## config.mk

```make
export PLATFORM = sky130hd
export DESIGN_NAME = bf16_vec_add_top
export DESIGN_NICKNAME = d
export VERILOG_FILES = /design/src/bf16_vec_pkg.sv /design/src/bf16_vec_add_top.sv /design/src/vec_add_ctrl.sv /design/src/seq_counter.sv /design/src/result_bank.sv /design/src/operand_bank.sv /design/src/bf16_add_pipe.sv
export SDC_FILE = /design/constraint.sdc
export NUM_CORES = 2
export LEC_CHECK = 0
export ABC_AREA = 0
export BUFFER_PORTS_ARGS = -buffer_cell sky130_fd_sc_hd__buf_2
export CAP_MARGIN = 40
export CORE_UTILIZATION = 27
export CTS_BUF_LIST = sky130_fd_sc_hd__clkbuf_8
export DETAILED_ROUTE_END_ITERATION = 8
export PLACE_DENSITY = 0.37
export RECOVER_POWER = 25
export SYNTH_ARGS = -nofsm -noshare
export SYNTH_HDL_FRONTEND = slang
export SYNTH_SLANG_ARGS = --single-unit
```

## constraint.sdc

```tcl
create_clock -name clk -period 66.5 [get_ports clk]
set_input_delay 16.625 -clock clk [delete_from_list [all_inputs] [get_ports clk]]
set_output_delay 16.625 -clock clk [all_outputs]
set_load 0.02 [all_outputs]
```

## src/bf16_vec_pkg.sv

```systemverilog
package bf16_vec_pkg;

	// bank geometry
	localparam int VEC_DEPTH   = 16;	// entries per bank
	localparam int ADDR_W      = 4;		// index into a bank
	localparam int LEN_W       = 5;		// holds 0 to 16

	// cycles from operands at the adder inputs to the updated result
	localparam int ADD_LATENCY = 6;

	// bfloat16 bit fields, msb first
	typedef struct packed {
		logic       sign;
		logic [7:0] exponent;
		logic [6:0] mantissa;
	} bf16_fields_t;

	// banks and host use raw, the adder decodes fields
	typedef union packed {
		logic [15:0]  raw;
		bf16_fields_t fields;
	} bf16_t;

	// controller states
	typedef enum logic [1:0] {
		IDLE  = 2'd0,
		ISSUE = 2'd1,
		DRAIN = 2'd2,
		DONE  = 2'd3
	} ctrl_state_t;

endpackage
```

## src/bf16_vec_add_top.sv

```systemverilog
`timescale 1ns/1ps

module bf16_vec_add_top (
	input  logic                              clk,
	input  logic                              reset,
	// host write port
	input  logic                              wr_en,
	input  logic                              wr_sel,
	input  logic [bf16_vec_pkg::ADDR_W-1:0]   wr_addr,
	input  bf16_vec_pkg::bf16_t               wr_data,
	// run control
	input  logic                              start,
	input  logic [bf16_vec_pkg::LEN_W-1:0]    len,
	// host read port
	input  logic [bf16_vec_pkg::ADDR_W-1:0]   rd_addr,
	output bf16_vec_pkg::bf16_t               rd_data,
	output logic                              busy,
	output logic                              done
);

	logic                            issue_en, clear;
	logic                            issue_last, drain_empty;
	logic [bf16_vec_pkg::ADDR_W-1:0] issue_idx, wb_idx;
	logic                            wb_en;
	bf16_vec_pkg::bf16_t             op_a, op_b, sum;

	vec_add_ctrl u_ctrl (
		.clk(clk), .reset(reset),
		.start(start), .len(len),
		.issue_last(issue_last), .drain_empty(drain_empty),
		.issue_en(issue_en), .clear(clear),
		.busy(busy), .done(done)
	);

	seq_counter u_seq (
		.clk(clk), .reset(reset),
		.clear(clear), .issue_en(issue_en), .len(len),
		.issue_idx(issue_idx), .issue_last(issue_last),
		.wb_en(wb_en), .wb_idx(wb_idx), .drain_empty(drain_empty)
	);

	operand_bank u_ops (
		.clk(clk), .reset(reset),
		.wr_en(wr_en), .wr_sel(wr_sel), .wr_addr(wr_addr), .wr_data(wr_data),
		.busy(busy), .rd_idx(issue_idx),
		.op_a(op_a), .op_b(op_b)
	);

	bf16_add_pipe u_add (
		.clk(clk), .reset(reset),
		.a(op_a), .b(op_b),
		.result(sum)	// six cycles behind issue
	);

	result_bank u_res (
		.clk(clk), .reset(reset),
		.wb_en(wb_en), .wb_idx(wb_idx), .wb_data(sum),
		.rd_addr(rd_addr), .rd_data(rd_data)
	);

endmodule

```

## src/vec_add_ctrl.sv

```systemverilog
`timescale 1ns/1ps

module vec_add_ctrl (
	input  logic                           clk,
	input  logic                           reset,
	input  logic                           start,
	input  logic [bf16_vec_pkg::LEN_W-1:0] len,
	input  logic                           issue_last,
	input  logic                           drain_empty,
	output logic                           issue_en,
	output logic                           clear,
	output logic                           busy,
	output logic                           done
);

	bf16_vec_pkg::ctrl_state_t state, state_nxt;

	always_ff @(posedge clk or posedge reset) begin
		if (reset)
			state <= bf16_vec_pkg::IDLE;
		else
			state <= state_nxt;
	end

	always_comb begin
		state_nxt = state;
		case (state)
			bf16_vec_pkg::IDLE: begin
				if (start) begin
					if (len == '0)
						state_nxt = bf16_vec_pkg::DONE;	// empty vector
					else
						state_nxt = bf16_vec_pkg::ISSUE;
				end
			end
			bf16_vec_pkg::ISSUE: begin
				if (issue_last)
					state_nxt = bf16_vec_pkg::DRAIN;
			end
			bf16_vec_pkg::DRAIN: begin
				if (drain_empty)
					state_nxt = bf16_vec_pkg::DONE;	// last sum written
			end
			default: state_nxt = bf16_vec_pkg::IDLE;	// DONE lasts one cycle
		endcase
	end

	// start is only seen in IDLE so a start while busy does nothing
	assign clear    = (state == bf16_vec_pkg::IDLE) && start;
	assign issue_en = (state == bf16_vec_pkg::ISSUE);
	assign busy     = (state == bf16_vec_pkg::ISSUE) || (state == bf16_vec_pkg::DRAIN);
	assign done     = (state == bf16_vec_pkg::DONE);	// busy already low here

endmodule

```

## src/seq_counter.sv

```systemverilog
`timescale 1ns/1ps

module seq_counter (
	input  logic                              clk,
	input  logic                              reset,
	input  logic                              clear,		// start of a run
	input  logic                              issue_en,
	input  logic [bf16_vec_pkg::LEN_W-1:0]    len,
	output logic [bf16_vec_pkg::ADDR_W-1:0]   issue_idx,
	output logic                              issue_last,	// current issue is the final one
	output logic                              wb_en,
	output logic [bf16_vec_pkg::ADDR_W-1:0]   wb_idx,
	output logic                              drain_empty	// nothing in flight
);

	logic [bf16_vec_pkg::LEN_W-1:0]       len_q;	// length captured at start
	logic [bf16_vec_pkg::ADD_LATENCY-1:0] vld;		// one bit per adder stage

	always_ff @(posedge clk or posedge reset) begin
		if (reset) begin
			len_q     <= '0;
			issue_idx <= '0;
			wb_idx    <= '0;
			vld       <= '0;
		end else begin
			if (clear) begin
				len_q     <= len;
				issue_idx <= '0;
				wb_idx    <= '0;
			end else begin
				if (issue_en)
					issue_idx <= issue_idx + 1'b1;	// wraps after 16
				if (wb_en)
					wb_idx <= wb_idx + 1'b1;
			end
			// shadow of the adder pipeline
			vld <= {vld[bf16_vec_pkg::ADD_LATENCY-2:0], issue_en};
		end
	end

	// len_q of 0 never matches, controller skips issue then
	assign issue_last  = issue_en && ({1'b0, issue_idx} == len_q - 1'b1);
	assign wb_en       = vld[bf16_vec_pkg::ADD_LATENCY-1];	// lines up with result
	assign drain_empty = ~|vld;

endmodule

```

## src/result_bank.sv

```systemverilog
`timescale 1ns/1ps

module result_bank (
	input  logic                              clk,
	input  logic                              reset,
	input  logic                              wb_en,	// sum valid this cycle
	input  logic [bf16_vec_pkg::ADDR_W-1:0]   wb_idx,
	input  bf16_vec_pkg::bf16_t               wb_data,
	input  logic [bf16_vec_pkg::ADDR_W-1:0]   rd_addr,
	output bf16_vec_pkg::bf16_t               rd_data	// one cycle after rd_addr
);

	bf16_vec_pkg::bf16_t mem [bf16_vec_pkg::VEC_DEPTH];

	// write-back from the adder
	always_ff @(posedge clk or posedge reset) begin
		if (reset)
			mem <= '{default: '0};
		else if (wb_en)
			mem[wb_idx] <= wb_data;
	end

	// host read port, registered
	always_ff @(posedge clk or posedge reset) begin
		if (reset)
			rd_data <= '0;
		else
			rd_data <= mem[rd_addr];	// old word if same-cycle write
	end

endmodule

```

## src/operand_bank.sv

```systemverilog
`timescale 1ns/1ps

module operand_bank (
	input  logic                              clk,
	input  logic                              reset,
	input  logic                              wr_en,
	input  logic                              wr_sel,	// 0 selects vector a
	input  logic [bf16_vec_pkg::ADDR_W-1:0]   wr_addr,
	input  bf16_vec_pkg::bf16_t               wr_data,
	input  logic                              busy,		// locks out host writes
	input  logic [bf16_vec_pkg::ADDR_W-1:0]   rd_idx,
	output bf16_vec_pkg::bf16_t               op_a,
	output bf16_vec_pkg::bf16_t               op_b
);

	bf16_vec_pkg::bf16_t mem_a [bf16_vec_pkg::VEC_DEPTH];
	bf16_vec_pkg::bf16_t mem_b [bf16_vec_pkg::VEC_DEPTH];

	logic wr_ok;

	assign wr_ok = wr_en && !busy;	// writes during a run are dropped

	always_ff @(posedge clk or posedge reset) begin
		if (reset) begin
			mem_a <= '{default: '0};
			mem_b <= '{default: '0};
		end else if (wr_ok) begin
			if (wr_sel)
				mem_b[wr_addr] <= wr_data;
			else
				mem_a[wr_addr] <= wr_data;
		end
	end

	// combinational read so the pair meets the adder in the issue cycle
	assign op_a = mem_a[rd_idx];
	assign op_b = mem_b[rd_idx];

endmodule

```

## src/bf16_add_pipe.sv

```systemverilog
`timescale 1ns/1ps

module bf16_add_pipe (
	input  logic                clk,
	input  logic                reset,
	input  bf16_vec_pkg::bf16_t a,		// first operand
	input  bf16_vec_pkg::bf16_t b,		// second operand
	output bf16_vec_pkg::bf16_t result	// a + b, truncated
);

	// stage 1 regs
	logic       s1_sign_a, s1_sign_b;
	logic [7:0] s1_exp_a, s1_exp_b;
	logic [8:0] s1_mant_a, s1_mant_b;	// hidden one prepended
	logic [7:0] s1_diff_ab, s1_diff_ba;	// both exponent differences

	// stage 2 regs
	logic       s2_sign_a, s2_sign_b;
	logic [8:0] s2_mant_a, s2_mant_b;	// after alignment
	logic [7:0] s2_exp;					// larger exponent

	// stage 3 regs
	logic       s3_sub;					// signs differ
	logic       s3_sign;
	logic [8:0] s3_mant;				// bit 8 catches carry out
	logic [7:0] s3_exp;

	// stage 4 regs
	logic       s4_sign;
	logic [8:0] s4_mant;
	logic [7:0] s4_exp;

	// stage 5 regs
	logic       s5_sign;
	logic [7:0] s5_exp;
	logic [6:0] s5_mant;

	logic [2:0] s3_lz;					// normalize shift for stage 4

	// position of the leading one below bit 8, saturates at 7
	function automatic logic [2:0] leading_zeros(input logic [8:0] value);
		logic [2:0] n;
		n = 3'd7;
		for (int i = 1; i <= 7; i++) begin
			if (value[i])
				n = 3'(7 - i);	// highest set bit wins
		end
		return n;
	endfunction

	assign s3_lz = leading_zeros(s3_mant);

	always_ff @(posedge clk or posedge reset) begin
		if (reset) begin
			s1_sign_a  <= 1'b0;
			s1_sign_b  <= 1'b0;
			s1_exp_a   <= '0;
			s1_exp_b   <= '0;
			s1_mant_a  <= '0;
			s1_mant_b  <= '0;
			s1_diff_ab <= '0;
			s1_diff_ba <= '0;
			s2_sign_a  <= 1'b0;
			s2_sign_b  <= 1'b0;
			s2_mant_a  <= '0;
			s2_mant_b  <= '0;
			s2_exp     <= '0;
			s3_sub     <= 1'b0;
			s3_sign    <= 1'b0;
			s3_mant    <= '0;
			s3_exp     <= '0;
			s4_sign    <= 1'b0;
			s4_mant    <= '0;
			s4_exp     <= '0;
			s5_sign    <= 1'b0;
			s5_exp     <= '0;
			s5_mant    <= '0;
			result     <= '0;
		end else begin
			// stage 1 splits fields, hidden one always set even for zero
			s1_sign_a  <= a.fields.sign;
			s1_sign_b  <= b.fields.sign;
			s1_exp_a   <= a.fields.exponent;
			s1_exp_b   <= b.fields.exponent;
			s1_mant_a  <= {2'b01, a.fields.mantissa};
			s1_mant_b  <= {2'b01, b.fields.mantissa};
			s1_diff_ab <= a.fields.exponent - b.fields.exponent;
			s1_diff_ba <= b.fields.exponent - a.fields.exponent;

			// stage 2 aligns the smaller operand, shifted out bits are lost
			if (s1_exp_a > s1_exp_b) begin
				s2_mant_a <= s1_mant_a;
				s2_mant_b <= s1_mant_b >> s1_diff_ab;
				s2_exp    <= s1_exp_a;
			end else begin	// equal exponents land here too
				s2_mant_a <= s1_mant_a >> s1_diff_ba;
				s2_mant_b <= s1_mant_b;
				s2_exp    <= s1_exp_b;
			end
			s2_sign_a <= s1_sign_a;
			s2_sign_b <= s1_sign_b;

			// stage 3 adds or subtracts magnitudes
			if (s2_sign_a == s2_sign_b) begin
				s3_mant <= s2_mant_a + s2_mant_b;
				s3_sign <= s2_sign_a;
			end else if (s2_mant_a > s2_mant_b) begin
				s3_mant <= s2_mant_a - s2_mant_b;
				s3_sign <= s2_sign_a;	// larger magnitude sets the sign
			end else begin
				s3_mant <= s2_mant_b - s2_mant_a;
				s3_sign <= s2_sign_b;
			end
			s3_sub <= s2_sign_a ^ s2_sign_b;
			s3_exp <= s2_exp;

			// stage 4 renormalizes only after a subtraction
			if (s3_sub) begin
				s4_mant <= s3_mant << s3_lz;
				s4_exp  <= s3_exp - s3_lz;	// may wrap, no underflow check
			end else begin
				s4_mant <= s3_mant;
				s4_exp  <= s3_exp;
			end
			s4_sign <= s3_sign;

			// stage 5 fixes up exponent zero and carry out, then truncates
			if (s4_exp == 8'd0) begin
				s5_mant <= {1'b0, s4_mant[6:1]};	// denormal form
				s5_exp  <= s4_exp;
			end else if (s4_mant[8]) begin
				s5_mant <= s4_mant[7:1];
				s5_exp  <= s4_exp + 8'd1;
			end else begin
				s5_mant <= s4_mant[6:0];
				s5_exp  <= s4_exp;
			end
			s5_sign <= s4_sign;

			// output register
			result.raw <= {s5_sign, s5_exp, s5_mant};
		end
	end

endmodule

```

* Word-level counts from Yosys, hierarchy flattened
Cells that the tools add are included.
** Storage, ports and cells
- Bits of input ports :: 34
- ROM bits :: 0
- Logic and storage cells :: 174
- RAM bits :: 0
- Memories kept :: 0
- Register bits :: 952
- Bits in latches :: 0
- Output and inout bits :: 18
** Operators by class
- Muxes and demuxes :: 45
- Order comparisons :: 8
- Multipliers :: 0
- Eq/ne operators :: 8
- Div/mod/pow operators :: 0
- Reduce and logical (&&, ||, !) cells :: 16
- Shift operators :: 3
- $add $sub $neg :: 10
- Bitwise operators :: 6
** Operator list (number)
- 256-bit bitwise mux :: 3
- 16-bit binary-select mux with 4-bit select :: 3
- 16-bit demux with 4-bit select :: 2
- 16-bit two-way mux :: 8
- 9-bit two-way mux :: 5
- 8-bit two-way mux :: 4
- 5-bit >= comparator, second input constant :: 4
- 4-bit inverter with 5-bit output :: 4
- 8-bit by 8-bit right shift with 9-bit output :: 2
- 9-bit subtractor :: 2
- 4-bit two-way mux :: 4
- 8-bit subtractor :: 2
- 7-bit two-way mux :: 2
- 2-bit two-way mux :: 6
- 3-bit two-way mux :: 4
- 5-bit by 1-bit < comparator with 1-bit output, second input constant :: 2
- 9-bit adder :: 1
- 9-bit greater-than comparator :: 1
- 9-bit by 3-bit << shifter with 9-bit output :: 1
- 4-bit by 1-bit adder with 4-bit output, second input constant :: 2
- 8-bit by 1-bit adder with 8-bit output, second input constant :: 1
- 8-bit greater-than comparator :: 1
- 8-bit logical NOT :: 1
- 8-bit by 3-bit subtractor with 8-bit output :: 1
- 19 further kinds :: 30

* Logic depth before layout (Yosys ltp)
- Depth after elaboration :: 9
- Mapped depth :: 15
- Mapped depth without buffers :: 11

* Hierarchy
Synthesis repeated with hierarchy kept, for this count alone.
** Unflattened totals
- Cell total of the unflattened synthesis :: 2881
- Area total of the unflattened synthesis :: 43434.2 sq um
** Modules (own cells, without submodules)
- operand_bank :: cells an instance 1438, area an instance 23189.7 sq um, sequential area each 12812.3 sq um, instances 1
- result_bank :: cells an instance 731, area an instance 12215.5 sq um, sequential area each 6806.5 sq um, instances 1
- bf16_add_pipe :: cells an instance 621, area an instance 6996.7 sq um, sequential area each 3578.4 sq um, instances 1
- seq_counter :: cells an instance 69, area an instance 834.6 sq um, sequential area each 475.5 sq um, instances 1
- vec_add_ctrl :: cells an instance 22, area an instance 197.7 sq um, sequential area each 50.0 sq um, instances 1

* Worst setup path after synthesis
OpenSTA, ideal clock, no wires.
- Kind :: in2reg
- Start :: input port rd_addr[1] (netlist name)
- End :: register u_res.rd_data[10] (netlist name)
- Arrival time :: 18.263 ns
- Buffers on the path :: 3
- Required time :: 66.362 ns
- Setup time :: 0.138 ns
- Stages on the path :: 5
- Path slack :: 48.098 ns
- Cell sequence :: buf_2 > buf_2 > buf_1 > mux4_2 > mux4_2
** Between the ends
- Word-level cells in the longest chain between the ends :: 4
** Ends and longest elaborated chain
- start, declared :: line bf16_vec_add_top.sv:15 : input logic [bf16_vec_pkg::ADDR_W-1:0] rd_addr,
- 4-bit inverter with 5-bit output (not written as such) :: line result_bank.sv:28 : rd_data <= mem[rd_addr];
- 16-bit binary-select mux with 4-bit select :: line result_bank.sv:28
- 16-bit two-way mux (not written as such) (2 in a row) :: line result_bank.sv:28
- end signal, assigned :: line result_bank.sv:28
- end, declared :: line result_bank.sv:10 : output bf16_vec_pkg::bf16_t rd_data
Every way passes these cells. The select of a mux whose other input is x is not followed.
A chain may end at the register's enable or synchronous reset.

==> metrics.cfg <==
[status]
outcome = complete, but fails checks
failed_checks = max-capacitance violations, max-slew violations

[route]
drc = 0
routed-via-count = 24000
drtAntennaViolNets = 0
drt_iter0_drc = 994
post_drt_wl_per_cell_um = 23.28
drt_pre_antenna_iters = 5
wl_final_um = 118100
avgViaCountPerCell = 4.730

[clocking]
cts_tree = yes
cts.sinks = 948
post_cts_buffers = 0
clkSlewWorstSetupHoldPaths_ps = 50
cts_resized = 0
cts_max_path_buffers = 3
cts_made_buffers = 180
clock_latency_ps = 900
cts_hold_buffers = 0
h_tree_depth_reported_by_cts = 4
cts.root.buffer_cell = clkbuf_8

[sta]
final_hold_viol_count = 0
max_slew_margin_pct = -258.1
hold_ws_ps = 323.6
setup_skew_ps = 69.33
setup_violations = 0
fin_setup_tns_ps = 0
post-route-worst-setup-slack_ps = 45300
maxSlewViolCount = 400
tightest_slew_ps = 5342
rsz_0062_raised_after_global_routing = no
final.period_utilization_pct = 31.87
max_freq_ghz = 0.04718
layout_min_cycle_time_ps = 21200

[synth]
yosys_register_bits = 948
synth.yosys.warnings = 0
yosys_most_used_dff = dfrtp_1
cell_area_after_technology_mapping_mm2 = 0.04303
synth-seq-area-share_pct = 55.14
async_reset_ff_share_pct = 100.0
share_of_the_synthesized_area_in_the_top_cell_type_pct = 55.14
synth.largest_area_cell = dfrtp_1
syn-instance-count = 2775
synth-edff-count = 0
average_cell_area_after_synthesis_um2 = 15.50
netlist-cell-type-count = 73
syn_nets = 2876
most_area_consuming_cells_after_synthesis = dfrtp_1 55%, mux2_2 21%, mux4_2 12%, ha_1 1.8%, clkbuf_1 1.1%

[worst_setup_path]
cp_num_buf_inv = 6
timing.critical_path.cells = clkbuf_1, clkinvlp_2, buf_4, buf_4, buf_4, buf_16
crit_top_cell = buf_4
highest_fanout_seen_on_the_critical_path = 114
setup.worst_path.class = input pin to async pin
cp-end-kind = async pin
critPathLaunchType = input pin
cp_slowest_cell = clkinvlp_2
worst-endpoint-arrival_ps = 22190
required_ps = 67500
cp_slowest_stage_delay_ps = 2950
crit_family = buffers and inverters

[floorplanning]
start_util_pct = 27.20
io_pins = 52
dieArea_mm2 = 0.1610
dieWidth_um = 401.2
fp.dieH_um = 401.2
floorplan.core_area_mm2 = 0.1582
std_cell_rows = 146

[grt]
globalRouteOverflowTotal = 0
vias_in_the_first_global_route = 26990
grt_max_degree = 176
grt_use_total_pct = 14.98
grt_first_pass_wirelength_um = 179200
grt_antenna_before_repair = 7

[power]
total_power_mw = 2.055
static-leakage-power_nw = 22.97
vdd.ir_drop.worst_mv = 0.02208
power_per_cell_area_mw_per_mm2 = 41.50

[final_layout]
finish.instance_area_mm2 = 0.04952
design.final.nets = 2965
final_layout_size_suffix_gt1_share_pct = 47.60
syn2layout_area_growth_pct = 15.08

[placed_design]
detailedPlacementHpwl_um = 74520
dp_worst_setup_slack_ps = 46810
gp_congestion = 0.7083
io_buffers = 51
postPlaceCellArea_mm2 = 0.04606

[hold_path]
hold_path.class = flop to flop

[flow_run]
max-cap-violations = 15

[area by class of cell]
type	instances	area, µm²
Fill cell	15510	108700
Sequential cell	948	23730
Multi-Input combinational cell	1533	18130
Clock buffer	226	3110
Tap cell	2072	2592
Timing Repair Buffer	120	1051
Clock inverter	90	583.1
Inverter	81	305.3
Antenna cell	5	12.51
[state kept, by name (all words and copies together), names as in the netlist, 9 cells and up]
name	flops
u_add.result	16
u_add.s3_mant	9
u_add.s4_mant	9
u_ops.mem_a	256
u_ops.mem_b	256
u_res.mem	256
u_res.rd_data	16
[where the power goes]
| group | internal (mW) | switching, mW |
|---|---|---|
| registers | 0.743 | 0.120 |
| logic | 0.325 | 0.286 |
| clock network | 0.322 | 0.259 |
[worst register-to-register path, stage by stage (launching register included)]
cell	delay, ps
dfrtp_1	1960
clkbuf_1	2010
clkbuf_1	2540
mux4_2	780
nor2b_1	160
a211oi_1	220
a21oi_1	170
xnor2_1	490
xnor2_1	140
[cells in the mapped netlist, types with 10 or more instances]
cell      instances
a21o_1           10
a21oi_1          31
buf_2            67
clkbuf_1        127
dfrtp_1         948
ha_1             61
inv_1            81
mux2_2          799
mux2i_1          27
mux4_2          238
nand2_1          51
nand2b_1         15
nand3_1          17
nand4_1          12
nor2_1           59
nor2b_1          19
o21ai_0          31
xnor2_1          26
xor2_1           16
[worst paths after layout]
check	depth (start not counted)	startpoint	to	slack (ps)
max	6	reset	u_add.s1_mant_b[3]	45300
min	0	u_add.s2_exp[2]	u_add.s3_exp[2]	320
max reg2reg	8	u_seq.issue_idx[0]	u_add.s1_diff_ba[7]	57880
min reg2reg	0	u_add.s2_exp[2]	u_add.s3_exp[2]	320
max in group clk	3	u_ctrl.state[0]	busy	48010
min in group asynchronous	2	reset	u_ops.mem_a[155]	17390
[cells by family (layout without fill, tap and decap cells)]
logic type	Yosys count	after routing	synth area share, %
other	1	6	0.008716
adders and majority gates	67	67	2.053
buffers and inverters	294	517	2.975
AOI/OAI and AO/OA	132	132	2.004
muxes	1068	1068	34.24
and+or+nand+nor	222	222	2.690
xor gates and xnor gates	43	43	0.8928
DFF	948	948	55.14
[metal layers]
layer	vias up	wire, µm	GRT usage, %
met4	0	2677	4.262
li1	10390	-	-
met3	198	3381	2.752
met2	343	60390	25.97
met5	-	0	0
met1	13070	51690	18.98
[layout by cell type (no fill, tap or decap), types with 28 or more instances in the layout]
cell	Yosys	final
dfrtp_1	948	945
mux2_2	799	796
mux4_2	238	238
clkbuf_8	0	226
inv_1	81	137
ha_1	61	61
nor2_1	59	50
nand2_1	51	48
buf_2	67	47
o21ai_0	31	35
a21oi_1	31	32
buf_4	6	28
[stage by stage]
stage	cells	util, %
global placement	4725	28.72
global route	5074	31.30
detailed placement	4752	29.12
floorplan	2775	-
finish	5075	31.30
CTS	5068	31.45
Power figures use the tool's default switching activity.
